===== src/rtl/cpu16_config.svh =====
`ifndef CPU16_CONFIG_SVH
`define CPU16_CONFIG_SVH

//////////////////////////////////////////////////
// Datapath widths
//////////////////////////////////////////////////

// Data word, also the width of pc
`define CPU16_DATA_WIDTH 16

// Opcode, rd, rs and the immediate share this word
`define CPU16_INSTR_WIDTH 18

// Low bits of the instruction used as immediate or branch offset
`define CPU16_IMM_WIDTH 10

//////////////////////////////////////////////////
// Storage sizes
//////////////////////////////////////////////////

`define CPU16_REG_COUNT 16
`define CPU16_REG_SEL_WIDTH 4

// Word-addressed data RAM
`define CPU16_DMEM_DEPTH 256
`define CPU16_DMEM_ADDR_WIDTH $clog2(`CPU16_DMEM_DEPTH)

`endif


===== src/rtl/cpu16Pkg.sv =====
package cpu16Pkg;

	//////////////////////////////////////////////////
	// Instruction opcodes, bits 17:14
	//////////////////////////////////////////////////
	typedef enum logic [3:0] {
		opNop = 4'd0,
		opAdd = 4'd1,
		opSub = 4'd2,
		opAnd = 4'd3,
		opOr  = 4'd4,
		opXor = 4'd5,
		opShl = 4'd6,
		opXch = 4'd7,
		opMov = 4'd8,
		opLdi = 4'd9,
		opInc = 4'd10,
		opDec = 4'd11,
		opCmp = 4'd12,
		opLd  = 4'd13,
		opSt  = 4'd14,
		opBr  = 4'd15
	} opcode_e;

	// ALU operations; inc and dec only steer the flag logic
	typedef enum logic [3:0] {
		aluAdd,
		aluSub,
		aluAnd,
		aluOr,
		aluXor,
		aluShl,
		aluPass,
		aluInc,
		aluDec
	} aluOp_e;

	// Branch conditions carried in the rd field; other codes never branch
	typedef enum logic [3:0] {
		brAlways   = 4'd0,
		brZero     = 4'd1,
		brNotZero  = 4'd2,
		brCarry    = 4'd3,
		brNegative = 4'd4
	} brCond_e;

	// Source of the first write bus
	typedef enum logic [2:0] {
		wbAlu,
		wbInc,
		wbDec,
		wbMem,
		wbImm,
		wbB
	} wbSel_e;

	// Bit positions in the flag word
	localparam int FLAG_Z = 0;
	localparam int FLAG_N = 1;
	localparam int FLAG_C = 2;
	localparam int FLAG_V = 3;

endpackage


===== src/rtl/resultSelect.sv =====
`timescale 1ns/1ps
`include "cpu16_config.svh"

module resultSelect import cpu16Pkg::*; (
	input  logic                         clk50Mhz,
	input  logic                         rstN,
	input  wbSel_e                       wbSel,
	input  logic [`CPU16_DATA_WIDTH-1:0] aVal,
	input  logic [`CPU16_DATA_WIDTH-1:0] bVal,
	input  logic [`CPU16_DATA_WIDTH-1:0] aluResult,
	input  logic [`CPU16_DATA_WIDTH-1:0] incResult,
	input  logic [`CPU16_DATA_WIDTH-1:0] decResult,
	input  logic [`CPU16_DATA_WIDTH-1:0] memData,
	input  logic [`CPU16_DATA_WIDTH-1:0] imm,
	input  logic                         branchTaken,
	output logic [`CPU16_DATA_WIDTH-1:0] wbData,
	output logic [`CPU16_DATA_WIDTH-1:0] wb2Data,
	output logic [`CPU16_DATA_WIDTH-1:0] pc
);

	logic [`CPU16_DATA_WIDTH-1:0] pcPlus1;
	logic [`CPU16_DATA_WIDTH-1:0] pcNext;

	//////////////////////////////////////////////////
	// Write-back buses
	//////////////////////////////////////////////////
	always_comb begin
		case (wbSel)
			wbAlu:   wbData = aluResult;
			wbInc:   wbData = incResult;
			wbDec:   wbData = decResult;
			wbMem:   wbData = memData;
			wbImm:   wbData = imm;
			wbB:     wbData = bVal;
			default: wbData = aluResult;
		endcase
	end

	// Old rd value goes back to rs on an exchange
	assign wb2Data = aVal;

	//////////////////////////////////////////////////
	// Program counter
	//////////////////////////////////////////////////
	assign pcPlus1 = pc + 1'b1;

	// Offset is relative to the following instruction
	assign pcNext = branchTaken ? (pcPlus1 + imm) : pcPlus1;

	always_ff @(posedge clk50Mhz or negedge rstN) begin
		if (!rstN)
			pc <= '0;
		else
			pc <= pcNext;
	end

endmodule


===== config.mk =====
export PLATFORM = sky130hd
export DESIGN_NAME = resultSelect
export DESIGN_NICKNAME = d
export VERILOG_FILES = /design/src/rtl/cpu16Pkg.sv /design/src/rtl/resultSelect.sv
export VERILOG_INCLUDE_DIRS = /design/src /design/src/rtl
export SDC_FILE = /design/constraint.sdc
export NUM_CORES = 1
export LEC_CHECK = 0
export ABC_AREA = 1
export BUFFER_PORTS_ARGS = -buffer_cell sky130_fd_sc_hd__buf_4
export CORE_MARGIN = 1
export CORE_UTILIZATION = 30
export CTS_CLUSTER_SIZE = 20
export DETAILED_ROUTE_END_ITERATION = 12
export PLACE_DENSITY = 0.56
export REMOVE_ABC_BUFFERS = 1
export SETUP_SLACK_MARGIN = 0.05
export SLEW_MARGIN = 10
export SYNTH_ARGS = -nofsm -noshare
export SYNTH_HDL_FRONTEND = slang
export SYNTH_SLANG_ARGS = --single-unit

===== constraint.sdc =====
create_clock -name clk50Mhz -period 2.44 [get_ports clk50Mhz]
set_input_delay 0.366 -clock clk50Mhz [delete_from_list [all_inputs] [get_ports clk50Mhz]]
set_output_delay 0.366 -clock clk50Mhz [all_outputs]
set_load 0.02 [all_outputs]

== After elaboration in Yosys (flattened, before gate mapping) ==
Cells that the tools add are included.

* Add/sub/neg operators: 2
* $mul: 0
* Divide/modulo/power cells: 0
* $lt $le $gt $ge: 0
* Equality and inequality tests: 5
* Shifts and indexed selects: 0
* Muxes and demuxes: 2
* Bitwise logic cells: 0
* Reduce and logical (&&, ||, !) cells: 0

{| class="wikitable"
|+ Operators with widths
! kind !! count
|-
| case mux 16 bit (5 select lines) || 1
|-
| adder 16 x 1 -> 16 bit, second input constant || 1
|-
| adder 16 bit || 1
|-
| two-way mux 16 bit || 1
|-
| equality test 3 x 2 -> 1 bit, second input constant || 2
|-
| equality test 3 bit, second input constant || 2
|-
| equality test 3 x 1 -> 1 bit, second input constant || 1
|}

* Register bits: 16
* Bits in latches: 0
* Bits in writable memories: 0
* Bits in read-only memories: 0
* Output and inout port bits: 48
* Logic and storage cells: 10
* Memories: 0

== Longest topological paths before layout ==
Gate-level depths: netlist of run 1.

* Depth after elaboration: 3
* Gate-level depth with buffers: 20
* Mapped depth without buffers: 20

== Least setup slack after synthesis of run 1 ==
OpenSTA, ideal clock, no wires.

* Path kind: reg-to-reg
* From: register pc[0]
* To: register pc[13]
* Arrival: 2262 ps
* Slack: 61 ps
* Cell stages (with the launch flop): 18
* Path buffers: 0
* Clock period less this slack: 2379 ps
* Cell sequence: dfrtp_1 ha_1 nand2_2 nor2_4 nand2_4 nor2_8 nand2_1 o21bai_1 nand2_1 inv_1 ha_1 nand2_1 nand2_1 o21bai_1 nor2_1 nand3b_1 nand3_1 nand2_1

* Cells in the longest elaborated chain, start to end: 3

{| class="wikitable"
|+ Ends and longest elaborated chain
! what !! line !! RTL
|-
| start: declaration || resultSelect.sv:18 || <nowiki>output logic [`CPU16_DATA_WIDTH-1:0] pc</nowiki>
|-
| start signal: assignment || resultSelect.sv:54 || <nowiki>pc <= pcNext;</nowiki>
|-
| adder 16 x 1 -> 16 bit (*) || resultSelect.sv:45 || <nowiki>assign pcPlus1 = pc + 1'b1;</nowiki>
|-
| adder 16 bit || resultSelect.sv:48 || <nowiki>assign pcNext = branchTaken ? (pcPlus1 + imm) : pcPlus1;</nowiki>
|-
| two-way mux 16 bit (*) || resultSelect.sv:48 ||
|-
| named net pcNext[13] || resultSelect.sv:22 || <nowiki>logic [`CPU16_DATA_WIDTH-1:0] pcNext;</nowiki>
|}

Mark *: on every way through the listed nets, which the timed path passes. The rest lies on a longest branch.

== Worst setup path in the final report of run 1 ==
* From: register pc[1]
* To: register pc[12]

Same word-level chain as after synthesis.

==> results.yml, run 1 <==
status:
  status: "complete, but fails checks"
  violations: "setup timing"
synthesis:
  synth-seq-area-share_pct: 15.5
  synth-seq-cells: 16
  ys_top_cells_by_area: "nand2_1 23%, dfrtp_1 15%, ha_1 9.7%, nand3_1 8.9%, inv_1 7.0%"
  synth_area_um2: 2590
  synth_cell_type_count: 35
  synth-edff-count: 0
  async_reset_ff_share_pct: 100
  avgSynthCellArea_um2: 6.08
  synth_largest_area_cell: "nand2_1"
  synth_flop_cell: "dfrtp_1"
  netlist.area_leader.share_pct: 22.6
  netlist_instances: 426
  yosysWarningCount: 0
layout:
  nets: 696
  multi_input_area_um2: 2190
  final_common_cell: "buf_4"
  top_register: "pc"
  top_regs: "pc (16)"
  final_cell_mix: "150 x buf_4, 139 x nand2_1, 44 x inv_1"
  area_growth_pct: 58.8
  n_antenna_cell: 0
  area.sequential_um2: 402
  largest_reg_flops: 16
  drive_gt1_share_pct: 41.7
  num-fill-cells: 855
routing:
  drt_iter0_drc: 102
  drc: 0
  wl_met2_um: 4950
  met1_length_um: 4000
  via_per_inst: 4.83
  antenna_left: 0
  top_layer: "met4"
  drt-total-wl_um: 9860
  drt-pass1-iter-count: 6
  wl_met3_um: 789
  wl_per_cell_um: 14.9
  via_count: 3190
placement:
  gp_congestion: 0.886
  port_buffers: 133
  preCtsSetupSlack_ps: -88.5
  dp_hpwl_um: 8020
global_routing:
  grt_pass1_vias: 2911
  grt_first_pass_wirelength_um: 14200
  grt_use_total_pct: 20.5
  grt-ovfl-total: 0
  grt_max_degree: 19
  antenna_found_initial: 0
flow_run:
  maxCapViolations: 0
sta:
  max_slew_margin_pct: 54.1
  worst_clock_skew_ps: 3.53
  fmax_ghz: 0.401
  whs_ps: 465
  worstMarginPinSlew_ps: 687
  setup_violations: 1
  final_hold_viol_count: 0
  slew_viol_final: 0
  setup_slack_ps: -52.3
  post-route-period-util_pct: 102
  final.min_clock_period_ps: 2490
  rsz0062_at_grt: "true"
power:
  total_power_mw: 3.80
  p_leak_nw: 2.17
  power.density_nw_per_um2: 923
  peakVddDrop_uv: 312
clock_network:
  htree_levels: 1
  cts_tree: "yes"
  clock_latency_ps: 250
  cts.clk_slew.worst_paths_ps: 60
  cts_sinks: 16
  cts_buffers: 3
  root_buffer: "clkbuf_8"
  cts_buffer_depth: 2
setup_path:
  crit_arrival_ps: 2630
  crit_type: "register to register"
  critPathMaxFanout: 4
  crit_start: "pc[1]$_DFF_PN0_"
  reg2reg_from: "pc[1]$_DFF_PN0_"
  endpoint: "pc[12]$_DFF_PN0_"
  end_kind: "register"
  r2r_cells: 13
  timing.rr.end: "pc[12]$_DFF_PN0_"
  reg2reg_slack_ps: -50
  startpoint_type: "register"
  crit_required_ps: 2580
floorplan:
  core_um2: 8300
  die_h_um: 94.9
  dieArea_um2: 9010
  start_util_pct: 31.2
  rows: 33
  ioPinCount: 166
  die_w_um: 94.9
min_path:
  hold_path_class: "input port to register"
  hp-start: "branchTaken"
==> routing by layer <==
metal	vias up	track usage [%]
li1	1614	-
met1	1445	24.1
met2	121	37.0
met3	10	4.51
met4	0	5.81
met5	-	0
==> metrics by stage <==
stage	cell area, µm²	utilization, %	setup TNS [ps]	instances
6_report	4110	49.6	-52.3	661
5_1_grt	4110	49.6	-800	661
4_1_cts	3770	45.4	0	655
3_5_place_dp	3630	43.8	-103	649
3_3_place_gp	3630	43.8	0	649
2_1_floorplan	2430	-	0	401
==> power breakdown <==
group,leakage (nW),switching [mW],total (mW),internal [mW]
registers,0.192,0.153,0.554,0.401
clock network,0.0288,0.0932,0.236,0.143
logic,1.95,1.68,3.01,1.33
==> worst max-delay path, cell delays in order (launching register included) <==
cell and delay [ps]:
dfrtp_1 400, nand2_1 80, nor2_2 150, nand3_2 120, nor3_4 300, xor2_2 260, ha_1 270, nand2_1 80
nand2_2 70, buf_4 140, a31oi_4 180, nand4_1 160, nand3_2 110, o21ai_1 60
==> Yosys cell counts (3+ instances only) <==
library cell	count
nand2_1	156
inv_1	48
nand3_1	46
ha_1	20
nor2_1	19
buf_4	16
dfrtp_1	16
xor2_1	13
o21ai_0	12
a221oi_1	11
a21oi_1	10
nand4_1	6
a22oi_1	5
buf_2	5
clkbuf_1	4
inv_2	4
nand3b_1	4
xnor2_1	4
nand2_2	3
nor2_2	3
nor2_4	3
o21bai_1	3
==> cell families after synthesis <==
family	after synthesis	synth area share, %
AND/OR/NAND/NOR	246	42.1
adder cells (fa/ha/maj)	21	10.4
AO/OA/AOI/OAI	47	11.8
flip-flops	16	15.5
buffers and inverters	78	13.9
XOR/XNOR	18	6.38
==> repair_timing <==
item	4_1_cts	5_1_grt
pin swaps	3	28
setup buffers	1	6
hold buffers	1	0
setup endpoints to repair	8	11
resized for setup	10	58
endpoints found under the hold margin	16	0
==> worst min-delay path by stage <==
stage / end / slack [ps] / depth (start not counted)
after floorplan: pc[0]$_DFF_PN0_ / 70 / 0
after detailed placement: pc[1]$_DFF_PN0_ / 240 / 1
final: pc[12]$_DFF_PN0_ / 460 / 2
after global routing: pc[1]$_DFF_PN0_ / 480 / 3
after CTS: pc[12]$_DFF_PN0_ / 440 / 2
after global placement: pc[0]$_DFF_PN0_ / 240 / 1
==> cell type report <==
type | instances | share of cell area [%]
multi-input combinational | 332 | 53.3
timing repair buffer | 151 | 27.6
tap | 105 | 3.19
clock buffer | 4 | 1.34
inverter | 53 | 4.84
sequential | 16 | 9.76
Note: power is estimated with default switching activity, not from simulation.
==> inputs of run 2 (changes only) <==
--- a/config.mk
+++ b/config.mk
@@ -12,7 +12,7 @@
 export CORE_UTILIZATION = 30
 export CTS_CLUSTER_SIZE = 20
 export DETAILED_ROUTE_END_ITERATION = 12
-export PLACE_DENSITY = 0.56
+export PLACE_DENSITY = 0.62
 export REMOVE_ABC_BUFFERS = 1
 export SETUP_SLACK_MARGIN = 0.05
 export SLEW_MARGIN = 10
==> results.yml, run 2 (synthesis gave the netlist of run 1 again) <==
setup_path:
  crit_required_ps: 2600
  timing.rr.end: "pc[15]$_DFF_PN0_"
  critPathMaxFanout: 4
  startpoint_type: "register"
  crit_start: "pc[4]$_DFF_PN0_"
  end_kind: "register"
  reg2reg_from: "pc[4]$_DFF_PN0_"
  r2r_cells: 19
  reg2reg_slack_ps: 50
  crit_arrival_ps: 2550
  crit_type: "register to register"
routing:
  drt-total-wl_um: 9970
  wl_per_cell_um: 15.1
  via_count: 3207
  antenna_left: 0
  drc: 0
  drt_iter0_drc: 103
  via_per_inst: 4.85
  drt-pass1-iter-count: 5
sta:
  final_hold_viol_count: 0
  setup_violations: 0
  whs_ps: 441
  worst_clock_skew_ps: 8.80
  setup_slack_ps: 50.2
  worstMarginPinSlew_ps: 666
  fin_setup_tns_ps: 0
  rsz0062_at_grt: "true"
  fmax_ghz: 0.418
  max_slew_margin_pct: 55.5
  slew_viol_final: 0
  final.min_clock_period_ps: 2390
  post-route-period-util_pct: 97.9
placement:
  gp_congestion: 0.885
  port_buffers: 133
  preCtsSetupSlack_ps: -11.6
  placed_cell_area_um2: 3640
  dp_hpwl_um: 8070
  dp.cells: 650
layout:
  nets: 697
  num-fill-cells: 848
  n_antenna_cell: 0
  area_growth_pct: 56.8
  drive_gt1_share_pct: 42.3
  finalNonFillerCells: 661
  design_area_um2: 4060
  top_regs: "pc (16)"
  final_cell_mix: "151 x buf_4, 139 x nand2_1, 43 x nand3_1"
  largest_reg_flops: 16
  top_register: "pc"
  final_common_cell: "buf_4"
clock_network:
  cts.clk_slew.worst_paths_ps: 70
  root_buffer: "clkbuf_8"
  cts_sinks: 16
  clock_latency_ps: 270
  cts_tree: "yes"
  cts_buffer_depth: 2
  htree_levels: 1
  cts_buffers: 3
floorplan:
  core_um2: 8300
  rows: 33
  start_util_pct: 31.2
  die_w_um: 94.9
  ioPinCount: 166
  dieArea_um2: 9010
  die_h_um: 94.9
status:
  status: "completed"
power:
  power.density_nw_per_um2: 931
  peakVddDrop_uv: 297
  p_leak_nw: 2.16
min_path:
  hold_path_class: "input port to register"
  hp-start: "branchTaken"
  min_path_cells: 3
  worstHoldEndpoint: "pc[1]$_DFF_PN0_"
global_routing:
  grt-ovfl-total: 0
  grt_use_total_pct: 21.1
  grt_first_pass_wirelength_um: 14900
  grt_max_degree: 19
  antenna_found_initial: 0
  grt_pass1_vias: 3141
flow_run:
  maxCapViolations: 0
## run 2: cell types whose count changed in the layout (fill, tap and decap cells not counted), sizes merged
| cell | change |
|---|---|
| buf | +1 |
| clkbuf | -1 |
## run 2: metrics by stage
stage                     total power, mW  utilization (%)
after floorplan                      2.11                -
after global placement               2.96             43.9
after detailed placement             2.99             43.9
after CTS                            3.29             45.1
after global routing                 4.11             48.9
final                                3.78             48.9
## run 2: cell type report
cell class | count | area, µm² | share of cell area [%]
Inverter | 53 | 201 | 4.96
Multi-Input combinational cell | 332 | 2140 | 52.7
Clock buffer | 3 | 41.3 | 1.02
Sequential cell | 16 | 403 | 9.92
Timing Repair Buffer | 152 | 1140 | 28.2
Tap cell | 105 | 131 | 3.24
## run 2: how the worst max path moves through the flow
stage                        to  cells after the start
4_1_cts        pc[15]$_DFF_PN0_                     19
3_3_place_gp   pc[13]$_DFF_PN0_                     17
3_5_place_dp   pc[15]$_DFF_PN0_                     17
2_1_floorplan  pc[13]$_DFF_PN0_                     17
5_1_grt        pc[15]$_DFF_PN0_                     19
6_report       pc[15]$_DFF_PN0_                     19
## run 2: where the power goes
group          switching (mW)  total, mW  leakage (nW)  internal (mW)
sequential              0.150      0.552         0.191          0.401
combinational            1.68       3.01          1.95           1.33
clock                   0.106      0.217        0.0216          0.110
total                    1.94       3.78          2.16           1.84
## run 2: worst max-delay path: stages (launching register included)
cell     delay (ps)
dfrtp_1         420
nand2_2          80
buf_4           150
nor2_4          140
nand2_4          90
nor2_8          140
nand2_4          70
nor2_4          120
xor2_2          210
ha_4            250
nand2_4          70
inv_2            30
nand2_1          50
nand2_1          60
a21oi_2         130
nand2_2          80
inv_2            50
nand2_1          40
nand3_1          70
nand2_1          50
## run 2: metal layers
metal  global-route usage [%]  up-vias  wire length (µm)
met5                        0        -                 0
met4                     6.31        0               208
met3                     4.19       15               782
met2                     38.8      143              4880
met1                     24.3     1431              4100
li1                         -     1618                 -
## run 2: timing repair
item / CTS / global route
endpoints found under the setup margin: 3 / 25
setup buffers: 1 / 6
pin swaps: 1 / 30
hold endpoints to repair: 16 / 0
resized for setup: 7 / 65
hold buffers: 1 / 0
==> inputs of run 3 (changes only) <==
--- a/config.mk
+++ b/config.mk
@@ -6,7 +6,6 @@
 export SDC_FILE = /design/constraint.sdc
 export NUM_CORES = 1
 export LEC_CHECK = 0
-export ABC_AREA = 1
 export BUFFER_PORTS_ARGS = -buffer_cell sky130_fd_sc_hd__buf_4
 export CORE_MARGIN = 1
 export CORE_UTILIZATION = 30
==> results.yml, run 3 <==
synthesis:
  synth-seq-cells: 16
  ys_top_cells_by_area: "dfrtp_1 15%, ha_1 9.4%, a21oi_1 7.7%, xnor2_1 5.6%, buf_4 4.5%"
  netlist.area_leader.share_pct: 15.0
  synth_area_um2: 2680
  avgSynthCellArea_um2: 7.52
  async_reset_ff_share_pct: 100
  yosysWarningCount: 0
  yosysMostFrequentCell: "a21oi_1"
  synth-seq-area-share_pct: 15.0
  synth-edff-count: 0
  synth_largest_area_cell: "dfrtp_1"
  netlist_top_cells_count: "41 x a21oi_1, 29 x nor2_1, 28 x nand2_1, 22 x o21ai_0"
  synth_cell_type_count: 57
  netlist_instances: 356
  synth_flop_cell: "dfrtp_1"
setup_path:
  cp_slowest_cell: "dfrtp_1"
  cp.depth: 11
  max_stage_delay_ps: 380
  startpoint_type: "register"
  critPathMaxFanout: 4
  r2r_cells: 11
  crit_arrival_ps: 2800
  worst-path-buf-inv: 1
  crit_type: "register to register"
  end_kind: "register"
  path_cells: "buf_6, and4_4, nand4_1, xnor2_2, ha_4, a21o_1, or3_1, nor3_2, nor2_2, a41o_1, nor3_2"
  crit_required_ps: 2620
  crit_top_cell: "nor3_2"
  crit_family: "simple AND/OR/NAND/NOR gates"
clock_network:
  cts.clk_slew.worst_paths_ps: 70
  cts_buffer_depth: 2
  htree_levels: 1
  root_buffer: "clkbuf_8"
  cts_sinks: 16
  clock_latency_ps: 260
  cts_tree: "yes"
  cts_buffers: 3
sta:
  max_slew_margin_pct: 67.6
  slew_viol_final: 0
  fmax_ghz: 0.382
  worst_clock_skew_ps: 10.5
  rsz0062_at_grt: "true"
  setup_slack_ps: -179
  fin_setup_tns_ps: -778
  post-route-period-util_pct: 107
  setup_violations: 8
  final_hold_viol_count: 0
  final.min_clock_period_ps: 2620
  worstMarginPinSlew_ps: 479
floorplan:
  core_um2: 8680
  dieArea_um2: 9300
  ioPinCount: 166
  die_w_um: 96.5
  start_util_pct: 30.8
  die_h_um: 96.5
  rows: 34
min_path:
  hold_path_class: "input port to async pin"
routing:
  drt-total-wl_um: 11100
  drc: 0
  via_count: 3477
  drt-pass1-iter-count: 4
  wl_per_cell_um: 17.5
  drt_iter0_drc: 166
  via_per_inst: 5.48
  antenna_left: 0
status:
  violations: "setup timing"
  status: "complete, but fails checks"
placement:
  dp.cells: 613
  dp_hpwl_um: 8170
  port_buffers: 133
  gp_congestion: 0.874
layout:
  num-fill-cells: 776
  n_antenna_cell: 0
  area.sequential_um2: 400
  top_regs: "pc (16)"
  nets: 667
  drive_gt1_share_pct: 54.4
  multi_input_area_um2: 2550
  final_common_cell: "buf_4"
  largest_reg_flops: 16
  final_cell_mix: "196 x buf_4, 31 x a21oi_1, 24 x nor2_1"
  area_growth_pct: 76.3
  finalNonFillerCells: 634
  final_util_pct: 54.4
  top_register: "pc"
power:
  total_power_mw: 5.06
  p_leak_nw: 2.04
  power.density_nw_per_um2: 1070
  peakVddDrop_uv: 782
global_routing:
  antenna_found_initial: 0
  grt_max_degree: 35
  grt-ovfl-total: 0
  grt_use_total_pct: 22.2
  grt_first_pass_wirelength_um: 16000
  grt_pass1_vias: 3381
flow_run:
  maxCapViolations: 0
## run 3: changes by cell type after synthesis, moves of 7 or more
| cell | previous run | this run |
|---|---|---|
| and2_1 | 1 | 11 |
| a21oi_1 | 10 | 41 |
| nand2_1 | 156 | 28 |
| clkbuf_1 | 4 | 20 |
| xnor2_1 | 4 | 17 |
| nand3_1 | 46 | 11 |
| o21ai_0 | 12 | 22 |
| nor2_1 | 19 | 29 |
| inv_1 | 48 | 6 |
| o22ai_1 | 1 | 17 |
| mux2_2 | 0 | 7 |
## run 3: path summary, 6_finish.rpt
path	startpoint	to	slack [ps]
setup / recovery	pc[3]$_DFF_PN0_	pc[15]$_DFF_PN0_	-180
hold / removal	rstN	pc[14]$_DFF_PN0_	500
setup reg to reg	pc[3]$_DFF_PN0_	pc[15]$_DFF_PN0_	-180
hold reg to reg	pc[12]$_DFF_PN0_	pc[12]$_DFF_PN0_	670
max in group asynchronous	rstN	pc[2]$_DFF_PN0_	1740
min in group clk50Mhz	imm[0]	pc[0]$_DFF_PN0_	540
## run 3: layout make-up
type | count | share of cell area, %
Clock buffer | 3 | 0.875
Inverter | 7 | 0.557
Tap cell | 108 | 2.86
Multi-Input combinational cell | 296 | 54.0
Sequential cell | 16 | 8.48
Timing Repair Buffer | 204 | 33.2
## run 3: stage by stage
stage	setup WS, ps	cell area (µm²)	hold slack [ps]
after floorplan	-365	2480	70.4
after global placement	-221	4020	236
after detailed placement	-379	4020	241
after CTS	-135	4370	504
after global routing	-287	4720	517
final	-179	4720	497
## run 3: timing repair
item                                   CTS  global route
setup endpoints to repair                8            11
pin swaps                               33            24
resized for setup                       41            46
endpoints found under the hold margin   16             0
cloned                                   0             0
setup buffers                           12             6
hold buffers                             1             0
## run 3: cell families (layout without fill, tap and decap cells)
logic type / count (synthesis) / count (layout) / synth area share, %
AO/OA/AOI/OAI: 133 / 133 / 33.1
flip-flops: 16 / 16 / 15.0
AND/OR/NAND/NOR: 108 / 108 / 20.7
XOR/XNOR: 25 / 25 / 8.46
buffers and inverters: 44 / 214 / 8.46
multiplexers: 9 / 9 / 4.16
adder cells (fa/ha/maj): 21 / 21 / 10.1
## run 3: power breakdown
part	switching, mW	total [mW]	internal, mW
Combinational	2.10	4.33	2.22
Sequential	0.131	0.533	0.402
Clock	0.0944	0.204	0.110
Total	2.33	5.06	2.74
## run 3: metal layers
| layer | global-route usage (%) | vias up | part of all wire, % |
|---|---|---|---|
| met4 | 4.66 | 0 | 1.4 |
| met1 | 26.7 | 1622 | 41 |
| met3 | 4.69 | 16 | 8.9 |
| met2 | 40.4 | 165 | 48 |
| met5 | 0 | - | 0 |
| li1 | - | 1674 | - |
